--- config.mk ---
export PLATFORM = sky130hd
export DESIGN_NAME = resetStretcher
export DESIGN_NICKNAME = d
export VERILOG_FILES = /design/src/resetStretcher.sv
export SDC_FILE = /design/constraint.sdc
export NUM_CORES = 1
export LEC_CHECK = 0
export BUFFER_PORTS_ARGS = -buffer_cell sky130_fd_sc_hd__buf_2
export CELL_PAD_IN_SITES_DETAIL_PLACEMENT = 0
export CELL_PAD_IN_SITES_GLOBAL_PLACEMENT = 2
export CORE_AREA = 8 8 45 47
export CTS_BUF_LIST = sky130_fd_sc_hd__clkbuf_8 sky130_fd_sc_hd__clkbuf_16
export CTS_CLUSTER_DIAMETER = 50
export CTS_CLUSTER_SIZE = 12
export DETAILED_ROUTE_END_ITERATION = 10
export DIE_AREA = 0 0 53 55
export PLACE_DENSITY_LB_ADDON = 0.1
export SLEW_MARGIN = 5
export SYNTH_ARGS = -nofsm -noshare
export SYNTH_HDL_FRONTEND = slang
export SYNTH_SLANG_ARGS = --single-unit
--- constraint.sdc ---
create_clock -name clk8 -period 1.6 [get_ports clk8]
set_input_delay 0.32 -clock clk8 [delete_from_list [all_inputs] [get_ports clk8]]
set_output_delay 0.32 -clock clk8 [all_outputs]
set_load 0.005 [all_outputs]
--- src/resetStretcher.sv ---
// merges reset sources and extends the cpu reset afterwards
`timescale 1ns/10ps
`default_nettype none

module resetStretcher #(
	parameter int ResetCycles = 40  // extra cycles after the last source drops
) (
	input  wire  clk8,
	input  wire  rst,
	input  wire  downloading,  // rom or disk transfer in progress
	input  wire  menuReset,    // reset entry from the menu
	output logic cpuReset
);
	localparam int CountBits = $clog2(ResetCycles + 1);

	logic [CountBits-1:0] holdCount;
	logic                 anySource;

	assign anySource = rst | downloading | menuReset;

	// reload while any source is active and run down to zero afterwards
	always_ff @(posedge clk8) begin
		if (anySource)
			holdCount <= CountBits'(ResetCycles);
		else if (holdCount != '0)
			holdCount <= holdCount - 1'b1;
	end

	assign cpuReset = anySource | (holdCount != '0);

endmodule

`default_nettype wire

Yosys cells after proc, flatten, opt, wreduce, memory -nomap -nowiden. Index checks and enable logic that the tools add are counted.

Bits in registers: 6. Bits of input ports: 4. Output and inout port bits: 1. Logic and storage cells: 6.

Add/sub/neg operators: 1. Bitwise logic cells: 3. Reduce and logical (&&, ||, !) cells: 1.

Operators with widths (count): $reduce_bool A6 Y1 (1); $sub A6 B1 Y6 const B (1); $or A1 B1 Y1 (3).

Longest topological paths before layout. Gate-level depths: netlist of run 1.

Depth in word-level cells: 3. Mapped depth: 5. Depth with buffers taken out: 5.

Worst setup path after synthesis of run 1. OpenSTA, ideal clock, no wires.

Path type: register to output. From: register holdCount[5]. To: output cpuReset. Data arrival time: 980 ps. Data required time: 1280 ps. Slack: 300 ps. Cell stages (with the launch flop): 5. Path buffers: 1. Cells stage by stage: dfxtp_1 nor4_4 and2_4 buf_6 nand2_1.

Longest elaborated chain between the ends: 2.

Ends and longest elaborated chain: start, declared (line 16) `logic [CountBits-1:0] holdCount;`; start signal, assigned (line 24) `holdCount <= CountBits'(ResetCycles);`; start signal, assigned (line 26) `holdCount <= holdCount - 1'b1;`; $reduce_bool A6 Y1 (line 29) `assign cpuReset = anySource | (holdCount != '0);`; $or A1 B1 Y1 (line 29); end, declared (line 12) `output logic cpuReset`.

No other way between the ends.

Final worst setup path of run 1.
From: register holdCount[3]. To: output cpuReset.

The elaborated chain is that of the path after synthesis.

==> flow_summary.yaml, run 1 <==
grt:
  grt_max_degree: 6
  grt_usage_pct: 5.802
  grt_first_pass_wirelength_um: 1179
  antenna_found_initial: 0
  grt_pass1_vias: 291
  gr-total-overflow: 0
drt:
  wl_per_cell_um: 11.97
  wl_met1_um: 270
  drt-total-wl_um: 730
  first_pass_iters: 2
  drt_iter0_drc: 1
  top_layer_used: "met3"
  drc: 0
  met3_length_um: 39
  route.vias.total: 278
  wl_met2_um: 420
  via_per_inst: 4.557
  detail-route-antenna-nets: 0
setup_path:
  critPathLaunch: "holdCount[3]"
  start_kind: "register"
  reg2reg_to: "holdCount[5]"
  critPathSlowestCell: "dfxtp_4"
  cp_cell_sequence: "nor4_4, and2_4, nand2_2, buf_2"
  endpoint_kind: "output pin"
  crit_end: "cpuReset"
  critical-path-max-stage-delay_ns: 0.35
  reg2reg_slack_ns: 0.18
  reg2reg_from: "holdCount[0]"
  crit_buf_inv: 1
  arrival_ns: 1.23
  cp_data_required_time_ns: 1.28
  critPathMaxFanout: 4
  worstRegToRegCells: 6
  path_delay_family: "simple AND/OR/NAND/NOR gates"
  crit_type: "reg2out"
  cp.depth: 4
sta:
  maxSlewViolCount: 0
  min_period_over_period_pct: 96.73
  maxSlewHeadroom_pct: 80.12
  tightest_slew_ns: 0.2960
  fin_crit_ns: 1.548
  rsz0062_at_grt: "yes"
  timing.fmax_mhz: 646.2
  setup_violations: 0
  hold_viol: 0
  skew_ns: 0.0008026
final_layout:
  nNetsFinal: 53
  final_util_pct: 33.18
  final_cell_area_sq_um: 459.2
  area_growth_pct: 33.45
  mostFrequentLayoutCells: "buf_4, dfxtp_1, buf_2"
  drive_gt1_share_pct: 44.44
  top_register: "holdCount"
  largest_reg_flops: 6
  diodes: 0
  reg.largest.list: "holdCount: 6 flops"
  layout_commonest_cell: "buf_4"
status:
  status: "completed"
yosys:
  yosys_warnings: 0
  synth_area_leaders: "dfxtp_1, xnor2_1, ha_1, nor4_4, nor3_1"
  ys.flop_type: "dfxtp_1"
  async_flop_share_pct: 0
  ys_ff_latch: 6
  syn_inst: 34
  synth_cell_types: 21
  synth.net_count: 40
  syn-cell-area_sq_um: 344.1
  synth_edf_count: 0
  yosys.area.top_type: "dfxtp_1"
  synth.avg_cell_area_sq_um: 10.12
  yosysTopAreaCellShare_pct: 34.91
  yosysSeqAreaShare_pct: 34.91
die:
  rows: 14
  dieWidth_um: 53
  core_sq_um: 1384
  num_io_pins: 5
  dieArea_sq_um: 2915
  initial_core_util_pct: 24.86
  die_height_um: 55
placement:
  placed_cell_area_sq_um: 380.4
  hpwlAfterDp_um: 528.7
  port_buffers: 4
  gp_congestion: 0.6870
clock_tree:
  postCtsHoldBufs: 0
  cts_tree: "yes"
  cts_sinks: 6
  cts-root-buf: "clkbuf_8"
  numCtsBuffers: 3
  clk_path_buf_depth: 2
  path_clk_slew_ns: 0.04
  clk_latency_ns: 0.22
  cts_max_level: 1
hold_path:
  hold_class: "in2reg"
run:
  cap_viol_max_count: 0
pwr:
  p_leak_nw: 0.1721
  vdd_drop_max_mv: 0.3281
  p_per_area_nw_per_um2: 940.6
tightest hold or removal path, cell delays in order:
cell,delay (ns)
buf_2,0.08
nor3_1,0.05
buf_4,0.13
o31ai_2,0.05
final cells by class:
cell class / count / area, sq um
fill: 149 / 924.6
multi-input combinational: 25 / 207.7
sequential: 6 / 125.1
timing repair buffer: 9 / 57.56
clock buffer: 3 / 41.29
tap: 16 / 20.02
inverter: 2 / 7.507
per-layer routing:
layer,track usage [%],vias up
met1,5.191,132
met4,2.586,0
met5,0,-
met3,4.011,0
met2,9.961,3
li1,-,143
worst min-delay path by stage:
| stage | start | end | slack (ns) | cells after the start |
|---|---|---|---|---|
| 2_1_floorplan | menuReset | holdCount[5] | 0.45 | 2 |
| 6_report | menuReset | holdCount[5] | 0.45 | 4 |
| 3_5_place_dp | holdCount[1] | holdCount[1] | 0.55 | 2 |
| 5_1_grt | downloading | holdCount[5] | 0.46 | 4 |
| 3_3_place_gp | holdCount[1] | holdCount[1] | 0.53 | 2 |
| 4_1_cts | menuReset | holdCount[5] | 0.45 | 4 |
report_power, final:
group | internal [mW] | total, mW | leakage (nW) | switching [mW]
Clock | 0.162 | 0.231 | 0.0216 | 0.0691
Sequential | 0.155 | 0.161 | 0.0484 | 0.00614
Combinational | 0.0213 | 0.0401 | 0.102 | 0.0189
cells in the mapped netlist, types with 2 or more instances:
master   count
dfxtp_1      6
ha_1         2
inv_1        2
nor2_1       2
nor3_1       3
nor3b_1      2
xnor2_1      3
kinds of logic (layout without fill, tap and decap cells):
| group | Yosys count | count (layout) | synth area share, % |
|---|---|---|---|
| AOI/OAI and AO/OA | 5 | 5 | 12.36 |
| xor gates and xnor gates | 3 | 3 | 7.638 |
| adders and majority gates | 2 | 2 | 7.272 |
| buffers and inverters | 3 | 14 | 5.455 |
| DFF | 6 | 6 | 34.91 |
| muxes | 1 | 1 | 2.909 |
| and+or+nand+nor | 14 | 14 | 29.45 |
repair_timing:
item / CTS / global route
buffers inserted: 2 / 2
endpoints found under the setup margin: 1 / 1
pin swaps: 2 / 2
cloned: 0 / 0
gates resized for setup: 1 / 3
metrics by stage:
| step | hold slack, ns | TNS (ns) | std cells | setup slack [ns] | power (mW) |
|---|---|---|---|---|---|
| global placement | 0.5263 | 0 | 54 | 0.1486 | 0.2004 |
| global route | 0.4633 | -0.01273 | 61 | -0.01273 | 0.4520 |
| finish | 0.4501 | 0 | 61 | 0.05239 | 0.4319 |
| floorplan | 0.4461 | 0 | 34 | 0.3004 | 0.1908 |
| detailed placement | 0.5461 | 0 | 54 | 0.1457 | 0.2018 |
| CTS | 0.4473 | 0 | 59 | 0.02605 | 0.4311 |
Power figures use the tool's default switching activity.
==> run 2: changes to the inputs <==
- ABC_AREA: default -> 1
- CORE_AREA: 8 8 45 47 -> default
- CORE_MARGIN: default -> 8
- CORE_UTILIZATION: default -> 25
- DIE_AREA: 0 0 53 55 -> default
- clock period: 1.6 -> 1.3 ns (I/O delays scaled with it)
==> flow_summary.yaml, run 2 <==
status:
  status: "complete, but fails checks"
  violations: "negative setup slack"
final_layout:
  layout_commonest_cell: "nand2_1"
  fillers: 142
  diodes: 0
  top_register: "holdCount"
  mostFrequentLayoutCells: "nand2_1, buf_4, nand3_1"
  multiInputGateArea_sq_um: 215.2
  finalNonFillerCells: 73
  largest_reg_flops: 6
  drive_gt1_share_pct: 46.55
  final_cell_area_sq_um: 489.2
  reg.largest.list: "holdCount: 6 flops"
  final_util_pct: 38.07
  area_growth_pct: 45.35
  seqCellArea_sq_um: 122.6
  nNetsFinal: 66
grt:
  grt_max_degree: 8
  grt_pass1_vias: 303
  antenna_found_initial: 0
  gr-total-overflow: 0
  grt_first_pass_wirelength_um: 1297
  grt_usage_pct: 6.463
clock_tree:
  cts_tree: "yes"
  clk_latency_ns: 0.22
  cts_sinks: 6
  numCtsBuffers: 3
  cts-root-buf: "clkbuf_8"
  cts_max_level: 1
  path_clk_slew_ns: 0.04
  clk_path_buf_depth: 2
  postCtsHoldBufs: 0
pwr:
  seq_power_share_pct: 36.4
  swShare_pct: 22.01
  power_mw: 0.5427
  internal-power_mw: 0.4233
  p_leak_nw: 0.2047
  vdd_drop_max_mv: 0.5245
  p_per_area_nw_per_um2: 1109
  p_sw_mw: 0.1195
  clockPowerShare_pct: 51.2
  comb_power_share_pct: 12.3
sta:
  maxSlewViolCount: 0
  skew_ns: 0.0005427
  min_period_over_period_pct: 100.6
  fin_crit_ns: 1.307
  timing.fmax_mhz: 765.0
  rsz0062_at_grt: "yes"
  tightest_slew_ns: 0.2655
  maxSlewHeadroom_pct: 82.23
  hold_viol: 0
  setup_slack_ns: -0.007174
  setup_violations: 2
setup_path:
  cp_data_required_time_ns: 1.04
  endpoint_kind: "output pin"
  cp_cell_sequence: "inv_2, ha_4, nand2_2, nor2_2, nand2_2, buf_2"
  worstRegToRegCells: 7
  critPathMaxFanout: 2
  reg2reg_to: "holdCount[2]"
  reg2reg_from: "holdCount[1]"
  crit_type: "reg2out"
  critPathSlowestCell: "dfxtp_2"
  critical_path.most_common_cell: "nand2_2"
  start_kind: "register"
  critical-path-max-stage-delay_ns: 0.31
  critPathLaunch: "holdCount[0]"
  crit_end: "cpuReset"
  arrival_ns: 1.05
  reg2reg_slack_ns: 0
die:
  dieWidth_um: 52.69
  num_io_pins: 5
  die_height_um: 52.69
  dieArea_sq_um: 2776
  core_sq_um: 1285
  initial_core_util_pct: 26.19
  rows: 13
drt:
  detail-route-antenna-nets: 0
  drt_iter0_drc: 5
  drc: 0
  wl_per_cell_um: 10.55
  drt-total-wl_um: 770
  first_pass_iters: 2
  via_per_inst: 4.315
  route.vias.total: 315
yosys:
  synth-simple-area-share_pct: 42.01
  synth_xor_area_share_pct: 2.602
  ys.flop_type: "dfxtp_1"
  syn-cell-area_sq_um: 336.6
  yosysTopAreaCellShare_pct: 35.69
  yosysSeqAreaShare_pct: 35.69
  yosys.area.top_type: "dfxtp_1"
  yosys_warnings: 0
  ys_ff_latch: 6
  synth_cell_types: 15
  syn_inst: 44
  synth.area.mux_share_pct: 0
  netlist_top_cells_count: "nand2_1, dfxtp_1, inv_1, nand3_1, nor2_1"
  synth_area_leaders: "dfxtp_1, nand2_1, ha_1, nand3_1, inv_1"
  synth.net_count: 50
  async_flop_share_pct: 0
  synth_compound_area_share_pct: 6.691
  synth.avg_cell_area_sq_um: 7.649
  synth_edf_count: 0
  yosysMostFrequentCell: "nand2_1"
  synth_top_family_by_area: "simple AND/OR/NAND/NOR gates"
  synthAdderAreaFrac_pct: 7.435
placement:
  placed_cell_area_sq_um: 390.4
  port_buffers: 4
  dp.cells: 65
  hpwlAfterDp_um: 545.2
  gp_congestion: 0.7288
run:
  cap_viol_max_count: 0
hold_path:
  hold_class: "in2reg"
-- run 2: cell count changes in the layout (fill, tap and decap cells not counted), sizes merged, moves of 3 or more --
cell   change
nor3       -3
nand3      +4
nor2       +3
nand2     +12
inv        +3
-- run 2: metal layers --
layer	share of wire, %	wire (um)	GRT usage (%)
met5	0	0	0
met4	0	0	5.172
met3	2.9	22	2.557
met2	52	404	9.881
met1	44	342	6.869
-- run 2: how the worst min path moves through the flow --
stage               cells past startpoint         start  slack, ns            to
floorplan                               2     menuReset       0.37  holdCount[3]
global placement                        2  holdCount[4]       0.47  holdCount[4]
detailed placement                      2  holdCount[4]       0.48  holdCount[4]
CTS                                     4     menuReset       0.40  holdCount[5]
global route                            4     menuReset       0.41  holdCount[3]
finish                                  4     menuReset       0.40  holdCount[5]
-- run 2: power by group through the flow --
stage / clock network, mW / logic [mW] / registers (mW)
floorplan: 0 / 0.0362 / 0.198
global placement: 0 / 0.0522 / 0.199
detailed placement: 0 / 0.0528 / 0.199
CTS: 0.283 / 0.0608 / 0.197
global route: 0.302 / 0.0752 / 0.198
finish: 0.278 / 0.0669 / 0.198
-- run 2: kinds of logic (layout without fill, tap and decap cells) --
family,count (synthesis),in the layout
flops,6,6
buf+inv,5,19
xor+xnor,1,1
compound gates,3,3
simple gates,27,27
fa+ha+maj,2,2
-- run 2: cell type report --
class                      count  share of cell area [%]
inverter                       5                   3.836
tap                           15                   3.836
timing repair buffer          11                   14.83
sequential                     6                   25.06
clock buffer                   3                   8.440
multi-input combinational     33                   43.99
-- run 2: what timing repair did --
action / 4_1_cts / 5_1_grt
setup endpoints to repair: 1 / 1
buffers inserted: 3 / 2
gates resized for setup: 7 / 1
pin swaps: 2 / 4
-- run 2: critical path, delay by kind of cell, from the launching register on --
kind	cells	cell delay, ns
fa+ha+maj	1	0.13
buf+inv	2	0.19
simple gates	3	0.20
flops	1	0.31
-- run 2: stage by stage --
step | worst slack (ns) | hold WS [ns] | TNS [ns]
finish | -0.007174 | 0.4032 | -0.01021
global route | -0.06979 | 0.4126 | -0.1341
CTS | -0.05061 | 0.4031 | -0.05061
detailed placement | 0.08296 | 0.4810 | 0
global placement | 0.08608 | 0.4742 | 0
floorplan | 0.1959 | 0.3678 | 0
