--- config.mk ---
export PLATFORM = sky130hd
export DESIGN_NAME = memoryArbiter
export DESIGN_NICKNAME = d
export VERILOG_FILES = /design/src/macBoardPkg.sv /design/src/memoryArbiter.sv
export SDC_FILE = /design/constraint.sdc
export NUM_CORES = 1
export LEC_CHECK = 0
export BUFFER_PORTS_ARGS = -buffer_cell sky130_fd_sc_hd__buf_2
export CAP_MARGIN = 5
export CORE_MARGIN = 4
export CORE_UTILIZATION = 27
export DETAILED_ROUTE_END_ITERATION = 6
export GPL_TIMING_DRIVEN = 0
export PLACE_DENSITY = 0.81
export SLEW_MARGIN = 20
export SYNTH_ARGS = -nofsm -noshare
export SYNTH_HDL_FRONTEND = slang
export SYNTH_SLANG_ARGS = --single-unit
--- constraint.sdc ---
create_clock -name clk8 -period 1.2 [get_ports clk8]
set_input_delay 0.06 -clock clk8 [delete_from_list [all_inputs] [get_ports clk8]]
set_output_delay 0.06 -clock clk8 [all_outputs]
set_load 0.02 [all_outputs]
--- src/macBoardPkg.sv ---
// memory map widths, region select constants and spi framing constants
`default_nettype none

package macBoardPkg;

	// --------------------------------------------------
	// memory map
	// --------------------------------------------------
	localparam int MemAddrBits  = 12;  // word address into the shared memory
	localparam int MemWordBits  = 16;  // 68000 data bus width
	localparam int LoadAddrBits = 11;  // offset inside one half of memory

	// top address bit picks the half
	localparam logic UpperHalf = 1'b1;  // os rom and disk image
	localparam logic LowerHalf = 1'b0;  // cpu ram aliased by the arbiter

	// disk image sits behind the rom in the upper half
	localparam logic [LoadAddrBits-1:0] DiskOffset = 11'd1024;

	// --------------------------------------------------
	// spi download framing
	// --------------------------------------------------
	localparam int IndexBits      = 5;   // kept bits of the index byte
	localparam int IndexFrameBits = 8;   // index byte opens every frame
	localparam int WordFrameBits  = 16;  // then one word per 16 bits sent msb first

endpackage

`default_nettype wire
--- src/memoryArbiter.sv ---
// loader and cpu mux, region mapping and read data shaping
`timescale 1ns/10ps
`default_nettype none

module memoryArbiter import macBoardPkg::*; #(
	parameter int RamAddrBits = 9  // ram aliases every 2^RamAddrBits words
) (
	input  wire                     clk8,
	input  wire                     rst,
	// loader side
	input  wire                     downloading,
	input  wire                     loadWrite,
	input  wire [IndexBits-1:0]     loadIndex,
	input  wire [LoadAddrBits-1:0]  loadAddr,
	input  wire [MemWordBits-1:0]   loadData,
	// cpu side
	input  wire [MemAddrBits-1:0]   cpuAddr,      // byte address
	input  wire                     romOe,
	input  wire                     ramOe,
	input  wire                     ramWe,
	input  wire                     upperDs,
	input  wire                     lowerDs,
	input  wire                     extraRomAck,  // byte read from the disk image
	input  wire [MemWordBits-1:0]   cpuWriteData,
	output logic [MemWordBits-1:0]  cpuReadData,
	// memory side
	input  wire [MemWordBits-1:0]   memReadData,
	output logic [MemAddrBits-1:0]  memAddr,
	output logic [MemWordBits-1:0]  memWriteData,
	output logic [1:0]              memByteEn,    // {upper, lower}
	output logic                    memWe,
	output logic                    memOe
);
	logic [LoadAddrBits-1:0] cpuWord;     // byte address halved
	logic [LoadAddrBits-1:0] ramWord;
	logic [LoadAddrBits-1:0] loadOffset;
	logic [MemAddrBits-1:0]  cpuMemAddr;
	logic [MemWordBits-1:0]  diskByte;
	logic                    downloadDly;
	logic                    extraDly;
	logic                    oddDly;

	// --------------------------------------------------
	// address mapping
	// --------------------------------------------------
	assign cpuWord = cpuAddr[MemAddrBits-1:1];
	assign ramWord = {{(LoadAddrBits - RamAddrBits){1'b0}}, cpuWord[RamAddrBits-1:0]};

	// index 0 is the os rom and anything else goes to the disk area
	assign loadOffset = (loadIndex == '0) ? loadAddr : loadAddr + DiskOffset;

	always_comb begin
		if (extraRomAck)
			cpuMemAddr = {UpperHalf, DiskOffset + cpuWord};
		else if (romOe)
			cpuMemAddr = {UpperHalf, cpuWord};
		else
			cpuMemAddr = {LowerHalf, ramWord};  // masked ram
	end

	// loader owns the memory for the whole download
	assign memAddr      = downloading ? {UpperHalf, loadOffset} : cpuMemAddr;
	assign memWriteData = downloading ? loadData : cpuWriteData;
	assign memByteEn    = downloading ? 2'b11 : {upperDs, lowerDs};
	assign memWe        = downloading ? loadWrite : ramWe;
	assign memOe        = ~downloading & (romOe | ramOe | extraRomAck);

	// --------------------------------------------------
	// read data shaping one cycle behind the request
	// --------------------------------------------------
	always_ff @(posedge clk8) begin
		if (rst) begin
			downloadDly <= 1'b0;
			extraDly    <= 1'b0;
			oddDly      <= 1'b0;
		end else begin
			downloadDly <= downloading;
			extraDly    <= extraRomAck;
			oddDly      <= cpuAddr[0];
		end
	end

	// disk image is byte wide and an odd address takes the low byte
	assign diskByte = oddDly ? {memReadData[7:0], memReadData[7:0]}
	                         : {memReadData[15:8], memReadData[15:8]};

	always_comb begin
		if (downloadDly)
			cpuReadData = '1;  // blank screen during download
		else if (extraDly)
			cpuReadData = diskByte;
		else
			cpuReadData = memReadData;
	end

endmodule

`default_nettype wire

* Word level (Yosys, flattened, before mapping) *
Index checks and enable logic that the tools add are counted.

operators by class
  add/sub/neg operators = 2
  bitwise gates (word level) = 4
  reduce and logical (&&, ||, !) cells = 1
  mux-type cells = 10

operators with widths
  operator                  count
  $mux W16                  4
  $mux W12                  3
  $add A11 B11 Y11 const A  1
  $add A11 B11 Y11 const B  1
  $mux W11                  1
  $logic_not A5 Y1          1
  $mux W2                   1
  $or A1 B1 Y1              2
  $and A1 B1 Y1             1
  $mux W1                   1
  $not A1 Y1                1

storage, ports and cells
  logic and storage cells = 20
  input port bits = 86
  output and inout bits = 48
  flip-flop bits (word level) = 3

* Longest topological paths before layout *
Gate-level depths: netlist (run 1).

  depth after elaboration = 3
  depth in mapped cells = 5
  depth with buffers taken out = 3

* Least setup slack after synthesis (run 1) *
Ideal clock, no wire load.

  kind = flip-flop to output port
  start = register extraDly
  end = output port cpuReadData[0]
  required time = 1.140 ns
  path buffers = 2
  setup slack = 0.001 ns
  cell stages (with the launch flop) = 6
  arrival time = 1.139 ns
  cells stage by stage = dfxtp_1 -> clkbuf_1 -> nor2b_1 -> clkbuf_1 -> nand2_1 -> nand3b_1

on the way
  cells in the longest elaborated chain, start to end = 2

ends and longest elaborated chain
  element                 RTL line             source
  start, declared         memoryArbiter.sv:40  logic extraDly;
  start signal, assigned  memoryArbiter.sv:78  extraDly <= extraRomAck;
  $mux W16                memoryArbiter.sv:90  else if (extraDly)
  $mux W16                memoryArbiter.sv:88  if (downloadDly)
  end, declared           memoryArbiter.sv:25  output logic [MemWordBits-1:0] cpuReadData,

No other way between the ends.

* Worst setup path in the final report (run 1) *
  start = register oddDly
  end = output port cpuReadData[12]

on the way
  cells in the longest elaborated chain, start to end = 3

ends and longest elaborated chain
  element                 RTL line             source
  start, declared         memoryArbiter.sv:41  logic oddDly;
  start signal, assigned  memoryArbiter.sv:79  oddDly <= cpuAddr[0];
  $mux W16                memoryArbiter.sv:84  assign diskByte = oddDly ? {memReadData[7:0], memReadData[7:0]}
  $mux W16                memoryArbiter.sv:90
  $mux W16                memoryArbiter.sv:88

No other way between the ends.

==> summary.md, run 1 <==
| Metric | Value |
|---|---|
| H-Tree Depth | `1` |
| CP cell instances | `clkbuf_8 > and3_1 > a211o_1 > buf_6` |
| Vias per inst | `5.06` |
| DRT met1 WL | `about 1.3 mm` |
| Drt pass-1 iters | `4` |
| CTS clk-pin slew, worst paths | `roughly 40 ps` |
| Netlist cell types | `19` |
| Die boundary height | `60.9 µm` |
| Rel. slew slack | `about four fifths` |
| Vias in the first global route | `about 1.4k` |
| Sink Count | `3` |
| Initial antenna violation count | `0` |
| CP max stage cell | `dfxtp_4` |
| Critical Path Max Stage Delay | `350 ps` |
| Leak | `0.980 nW` |
| Worst-case vdd ir drop | `about 0.66 mV` |
| GR Util All Layers | `about a fifth` |
| Avg Cell Area, Syn | `about 7.6 µm²` |
| Hold WC Path Type | `input pin to flip-flop` |
| Fmax | `739 MHz` |
| Highest metal layer with signal wires | `met4` |
| Crit-path max FO | `5` |
| Top delay family on crit path | `flip-flops` |
| Rows | `18` |
| Post-Syn Nets | `~190` |
| Startpoint types | `flip-flop` |
| Bufs on Longest Clock Path | `2` |
| Number of synthesized register bits | `3` |
| Routed Antenna Nets | `0` |
| Final Routed Wirelength | `between 4 and 5 mm` |
| RSZ-0062 raised after global routing | `true` |
| Worst EP arrival | `1290 ps` |
| Maxcap violations | `0` |
| Worst setup margin | `-152 ps` |
| Setup CP Type | `flip-flop to primary output` |
| I/O Pins | `roughly 130` |
| Largest net degree at the start of global routing | `11` |
| Layout area overhead | `130%` |
| Status | `complete, but fails checks` |
| Post-route minimum period | `roughly 1400 ps` |
| Req. time, crit path | `approximately 1100 ps` |
| CTS tree | `yes` |
| Buf+Inv Stages, Crit Path | `2` |
| Post-Synthesis Cells | `99` |
| Max-slew violation count | `0` |
| Chip width | `around 60 µm` |
| Final hold violation count | `0` |
| Mapped cell area | `about 750 µm²` |
| Num CTS Buffers | `3` |
| DRC viols | `0` |
| Worst-Margin Slew | `277 ps` |
| Fin nets | `about 330` |
| Initial core utilization | `between 20% and 30%` |
| Die ar. | `3700 µm²` |
| Layout cells sized above 1 | `about four fifths` |
| Failing checks | `negative setup slack` |
| Core area | `roughly 2600 µm²` |
| WL/cell | `between 15 and 20 µm` |
| HPWL after DPL | `around 3.2 mm` |
| GRT Residual Overflow | `0` |
| Port Buf Inserts | `approximately 130` |
| Ant. Diodes | `0` |
| Post-cts hold buffer count | `0` |
| DR iter-0 viols | `between 150 and 200` |
| Seq/Total Area, Yosys | `7.96%` |
| Synth warn | `0` |
| Final hold slack | `21.7 ps` |
| First-pass GRT wire length | `approximately 5.8 mm` |
| CP endpoint kind | `primary output` |
| Pwr/cell area | `between 600 and 700 nW/µm²` |
| Met2 WL | `approximately 2.3 mm` |
| Final setup violation count | `17` |
| Root buffer cell | `clkbuf_4` |
| Total power | `1.04 mW` |
| Vias | `between 1k and 1.5k` |
| Final worst-path cycle share | `113%` |
| Met3 WL | `about 430 µm` |
| Final GP Congestion | `about 0.81` |
flip-flops by register name (all words and copies together) (netlist names):
register,count
downloadDly,1
extraDly,1
oddDly,1
cells in the final DEF (no fill, tap or decap), types with 2 or more instances in the layout:
cell type	instances
or2_2	2
nand2_2	5
clkbuf_4	3
nand2_4	2
mux2_2	26
and3_1	7
buf_4	5
o21ai_0	2
nand2_1	11
nor2b_1	3
buf_8	2
a211o_1	8
dfxtp_4	2
clkbuf_2	2
buf_2	115
buf_6	20
nand3b_1	9
kinds of logic (layout without fill, tap and decap cells):
group | Yosys count | in the layout | synth area share [%]
and+or+nand+nor | 48 | 48 | 35.0
muxes | 26 | 26 | 38.8
AOI/OAI and AO/OA | 13 | 13 | 13.4
buffers and inverters | 9 | 149 | 4.81
DFF | 3 | 3 | 7.96
per-layer routing:
layer / track usage (%) / vias to the layer above
li1: - / 641
met1: 18.7 / 628
met2: 45.0 / 91
met3: 2.34 / 2
met4: 3.10 / 0
met5: 0 / -
what timing repair did:
action,CTS,global route
endpoints found under the setup margin,39,17
gates resized for setup,63,12
buffers inserted,3,0
pin swaps,16,12
endpoints found under the hold margin,0,0
cloned,2,0
stage by stage:
| step | util (%) | setup WS, ps | instances | area (µm²) | TNS (ps) |
|---|---|---|---|---|---|
| 2_1_floorplan | - | 1.39 | 99 | 754 | 0 |
| 3_5_place_dp | 56.6 | -268 | 261 | 1450 | -4800 |
| 4_1_cts | 66.5 | -140 | 269 | 1710 | -2110 |
| 3_3_place_gp | 56.6 | -239 | 261 | 1450 | -4080 |
| 6_report | 67.7 | -152 | 269 | 1740 | -2000 |
| 5_1_grt | 67.7 | -186 | 269 | 1740 | -2750 |
cells in the mapped netlist, drive strengths merged:
master	count	area, µm²
nor2b	4	25.0
a211o	8	70.1
a21oi	1	5.00
o21ai	2	10.0
a31o	1	8.76
or3	2	12.5
nand2b	2	12.5
nand2	18	67.6
o31ai	1	7.51
clkbuf	7	26.3
nand3b	9	67.6
nor2	1	3.75
dfxtp	3	60.1
and3	8	50.1
nor3	1	5.00
or4	1	7.51
mux2	26	293
or2	2	12.5
buf	2	10.0
worst paths after layout:
kind                  cells after the start               from  slack, ps                  end
worst max-delay path                      4  oddDly$_SDFF_PP0_       -150      cpuReadData[12]
worst min-delay path                      2                rst         20  extraDly$_SDFF_PP0_
power by group:
group | leakage (nW) | switching (mW) | total (mW) | internal, mW
logic | 0.939 | 0.375 | 0.762 | 0.387
clock network | 0.0150 | 0.0449 | 0.169 | 0.124
registers | 0.0262 | 0.00861 | 0.113 | 0.104
cell type report:
cell class | count | area [µm²]
multi-input cells | 87 | 714
fillers | 202 | 830
flip-flops and latches | 3 | 67.6
well taps | 30 | 37.5
repair buffers | 137 | 821
plain buffers | 8 | 71.3
clock buffers | 4 | 26.3
No activity file was read; power rests on OpenSTA's default activity.
==> inputs of run 2 (changes only) <==
--- a/config.mk
+++ b/config.mk
@@ -7,11 +7,13 @@
 export LEC_CHECK = 0
 export BUFFER_PORTS_ARGS = -buffer_cell sky130_fd_sc_hd__buf_2
 export CAP_MARGIN = 5
-export CORE_MARGIN = 4
-export CORE_UTILIZATION = 27
+export CELL_PAD_IN_SITES_DETAIL_PLACEMENT = 0
+export CELL_PAD_IN_SITES_GLOBAL_PLACEMENT = 1
+export CORE_MARGIN = 10
+export CORE_UTILIZATION = 15
 export DETAILED_ROUTE_END_ITERATION = 6
 export GPL_TIMING_DRIVEN = 0
-export PLACE_DENSITY = 0.81
+export PLACE_DENSITY_LB_ADDON = 0.1
 export SLEW_MARGIN = 20
 export SYNTH_ARGS = -nofsm -noshare
 export SYNTH_HDL_FRONTEND = slang
==> constraint.sdc (replaced) <==
create_clock -name clk8 -period 1.47 [get_ports clk8]
set_input_delay 0.0735 -clock clk8 [delete_from_list [all_inputs] [get_ports clk8]]
set_output_delay 0.0735 -clock clk8 [all_outputs]
set_load 0.02 [all_outputs]
==> run 2 against run 1 <==
Compared with the run above:
- the flow now finishes without violations
- worst setup slack better by 230 ps
- die area up 120%
- cell count up 12%
- combinational power down 30%
- non-clock buffer count down 5
- global-route usage down 9.6 points
- final area down 8.7%
- sequential share of layout area about the same
- total power down 17%
- count of clock-buffer cells in the layout unchanged
- critical path depth up 2
- worst hold slack better by 22 ps
- largest power group unchanged
==> summary.md, run 2 (synthesis gave the netlist of run 1 again) <==
| Metric | Value |
|---|---|
| CP max stage cell | `dfxtp_2` |
| Final Routed Wirelength | `about 4.6 mm` |
| Initial antenna violation count | `0` |
| Top delay family on crit path | `buffers and inverters` |
| Leak | `~0.90 nW` |
| GR Util All Layers | `between 10% and 20%` |
| Pwr/cell area | `544 nW/µm²` |
| Vias | `about 1.2k` |
| Final worst-path cycle share | `~95%` |
| Ant. Diodes | `0` |
| Filler-free cell count of the finished design | `around 300` |
| CP cell instances | `buf_6 > nor2b_1 > clkbuf_8 > nand2_1 > nand3b_1 > buf_4` |
| Worst-Margin Slew | `368 ps` |
| Crit-path max FO | `10` |
| Rows | `25` |
| Critical Path Max Stage Delay | `between 300 and 400 ps` |
| CTS tree | `yes` |
| Root buffer cell | `clkbuf_8` |
| First-pass GRT wire length | `between 7 and 8 mm` |
| Min-Delay Endpoint | `extraDly$_SDFF_PP0_` |
| TNS Setup | `0 ps` |
| I/O Pins | `approximately 130` |
| DR iter-0 viols | `20` |
| Worst EP arrival | `1320 ps` |
| Hold WC Path Type | `input pin to flip-flop` |
| Most frequent cells in the layout | `131 x buf_2, 26 x mux2_2, 17 x nand2_1` |
| Final setup violation count | `0` |
| Buf+Inv Stages, Crit Path | `3` |
| Most common cell after layout, fill and taps aside | `buf_2` |
| Status | `finished clean` |
| Port Buf Inserts | `about 130` |
| CTS clk-pin slew, worst paths | `approximately 30 ps` |
| Rel. slew slack | `between 70% and 80%` |
| Post-route minimum period | `~1400 ps` |
| WL/cell | `around 15 µm` |
| Hold depth | `2` |
| Worst-case vdd ir drop | `around 0.15 mV` |
| Maxcap violations | `0` |
| Layout cells sized above 1 | `73.5%` |
| Worst setup margin | `roughly 76 ps` |
| Placed cell count | `roughly 300` |
| Die boundary height | `around 91 µm` |
| Sink Count | `3` |
| Max-slew violation count | `0` |
| Layout area overhead | `110%` |
| Fillers | `roughly 550` |
| Core area | `4790 µm²` |
| Routed Antenna Nets | `0` |
| Initial core utilization | `between 15 and 20%` |
| DRC viols | `0` |
| Die ar. | `8270 µm²` |
| Fin nets | `approximately 320` |
| Largest net degree at the start of global routing | `11` |
| Startpoint types | `flip-flop` |
| Vias in the first global route | `1409` |
| HPWL after DPL | `~4.2 mm` |
| Pre-CTS setup slack | `-101 ps` |
| Final GP Congestion | `about 0.68` |
| Req. time, crit path | `around 1400 ps` |
| Bufs on Longest Clock Path | `2` |
| Setup bufs post-CTS | `0` |
| Final Util | `roughly a third` |
| Setup CP Type | `flip-flop to primary output` |
| Chip width | `roughly 91 µm` |
| Top flop regs | `downloadDly: 1 flops, extraDly: 1 flops, oddDly: 1 flops` |
| H-Tree Depth | `1` |
| CP endpoint kind | `primary output` |
| GRT Residual Overflow | `0` |
| Num CTS Buffers | `3` |
| RSZ-0062 raised after global routing | `false` |
| Critical hold path startpoint | `rst` |
| Final hold violation count | `0` |
| Fmax | `slightly above 700 MHz` |
| Vias per inst | `approximately 4.1` |
| Drt pass-1 iters | `5` |
## run 2: report_power, final
group / internal (mW) / total [mW] / switching [mW] / leakage [nW]
Combinational: 0.252 / 0.534 / 0.282 / 0.849
Sequential: 0.0868 / 0.0923 / 0.00541 / 0.0253
Clock: 0.185 / 0.236 / 0.0516 / 0.0228
## run 2: timing repair
item                       4_1_cts  5_1_grt
hold buffers                     0        0
setup endpoints to repair       16       16
gates resized for setup          8       12
cloned                           0        0
## run 2: per-layer routing
metal	vias to the layer above	track usage [%]	wire length, µm
met3	0	7.15	643
li1	631	-	-
met4	0	1.17	0
met1	533	8.92	1490
met5	-	0	0
met2	64	20.1	2470
## run 2: layout make-up
cell class / count / area (µm²) / share of cell area, %
clock buffers: 4 / 45.0 / 2.84
plain buffers: 8 / 52.6 / 3.31
flip-flops and latches: 3 / 61.3 / 3.86
multi-input cells: 87 / 673 / 42.4
well taps: 67 / 83.8 / 5.28
repair buffers: 132 / 671 / 42.3
## run 2: metrics by stage
step                hold WS [ps]  area (µm²)  total power [mW]
global placement             267        1500             0.630
finish                      44.0        1590             0.863
CTS                         50.0        1560             0.873
detailed placement           276        1500             0.622
floorplan                    145         754             0.382
global route                63.4        1590             0.927
## run 2: worst max path at each step
stage                                   start              to  depth (start not counted)
after floorplan           extraDly$_SDFF_PP0_  cpuReadData[0]                          5
after global placement    extraDly$_SDFF_PP0_  cpuReadData[4]                          6
after detailed placement  extraDly$_SDFF_PP0_  cpuReadData[4]                          6
after CTS                 extraDly$_SDFF_PP0_  cpuReadData[4]                          6
after global routing      extraDly$_SDFF_PP0_  cpuReadData[5]                          6
final                     extraDly$_SDFF_PP0_  cpuReadData[4]                          6
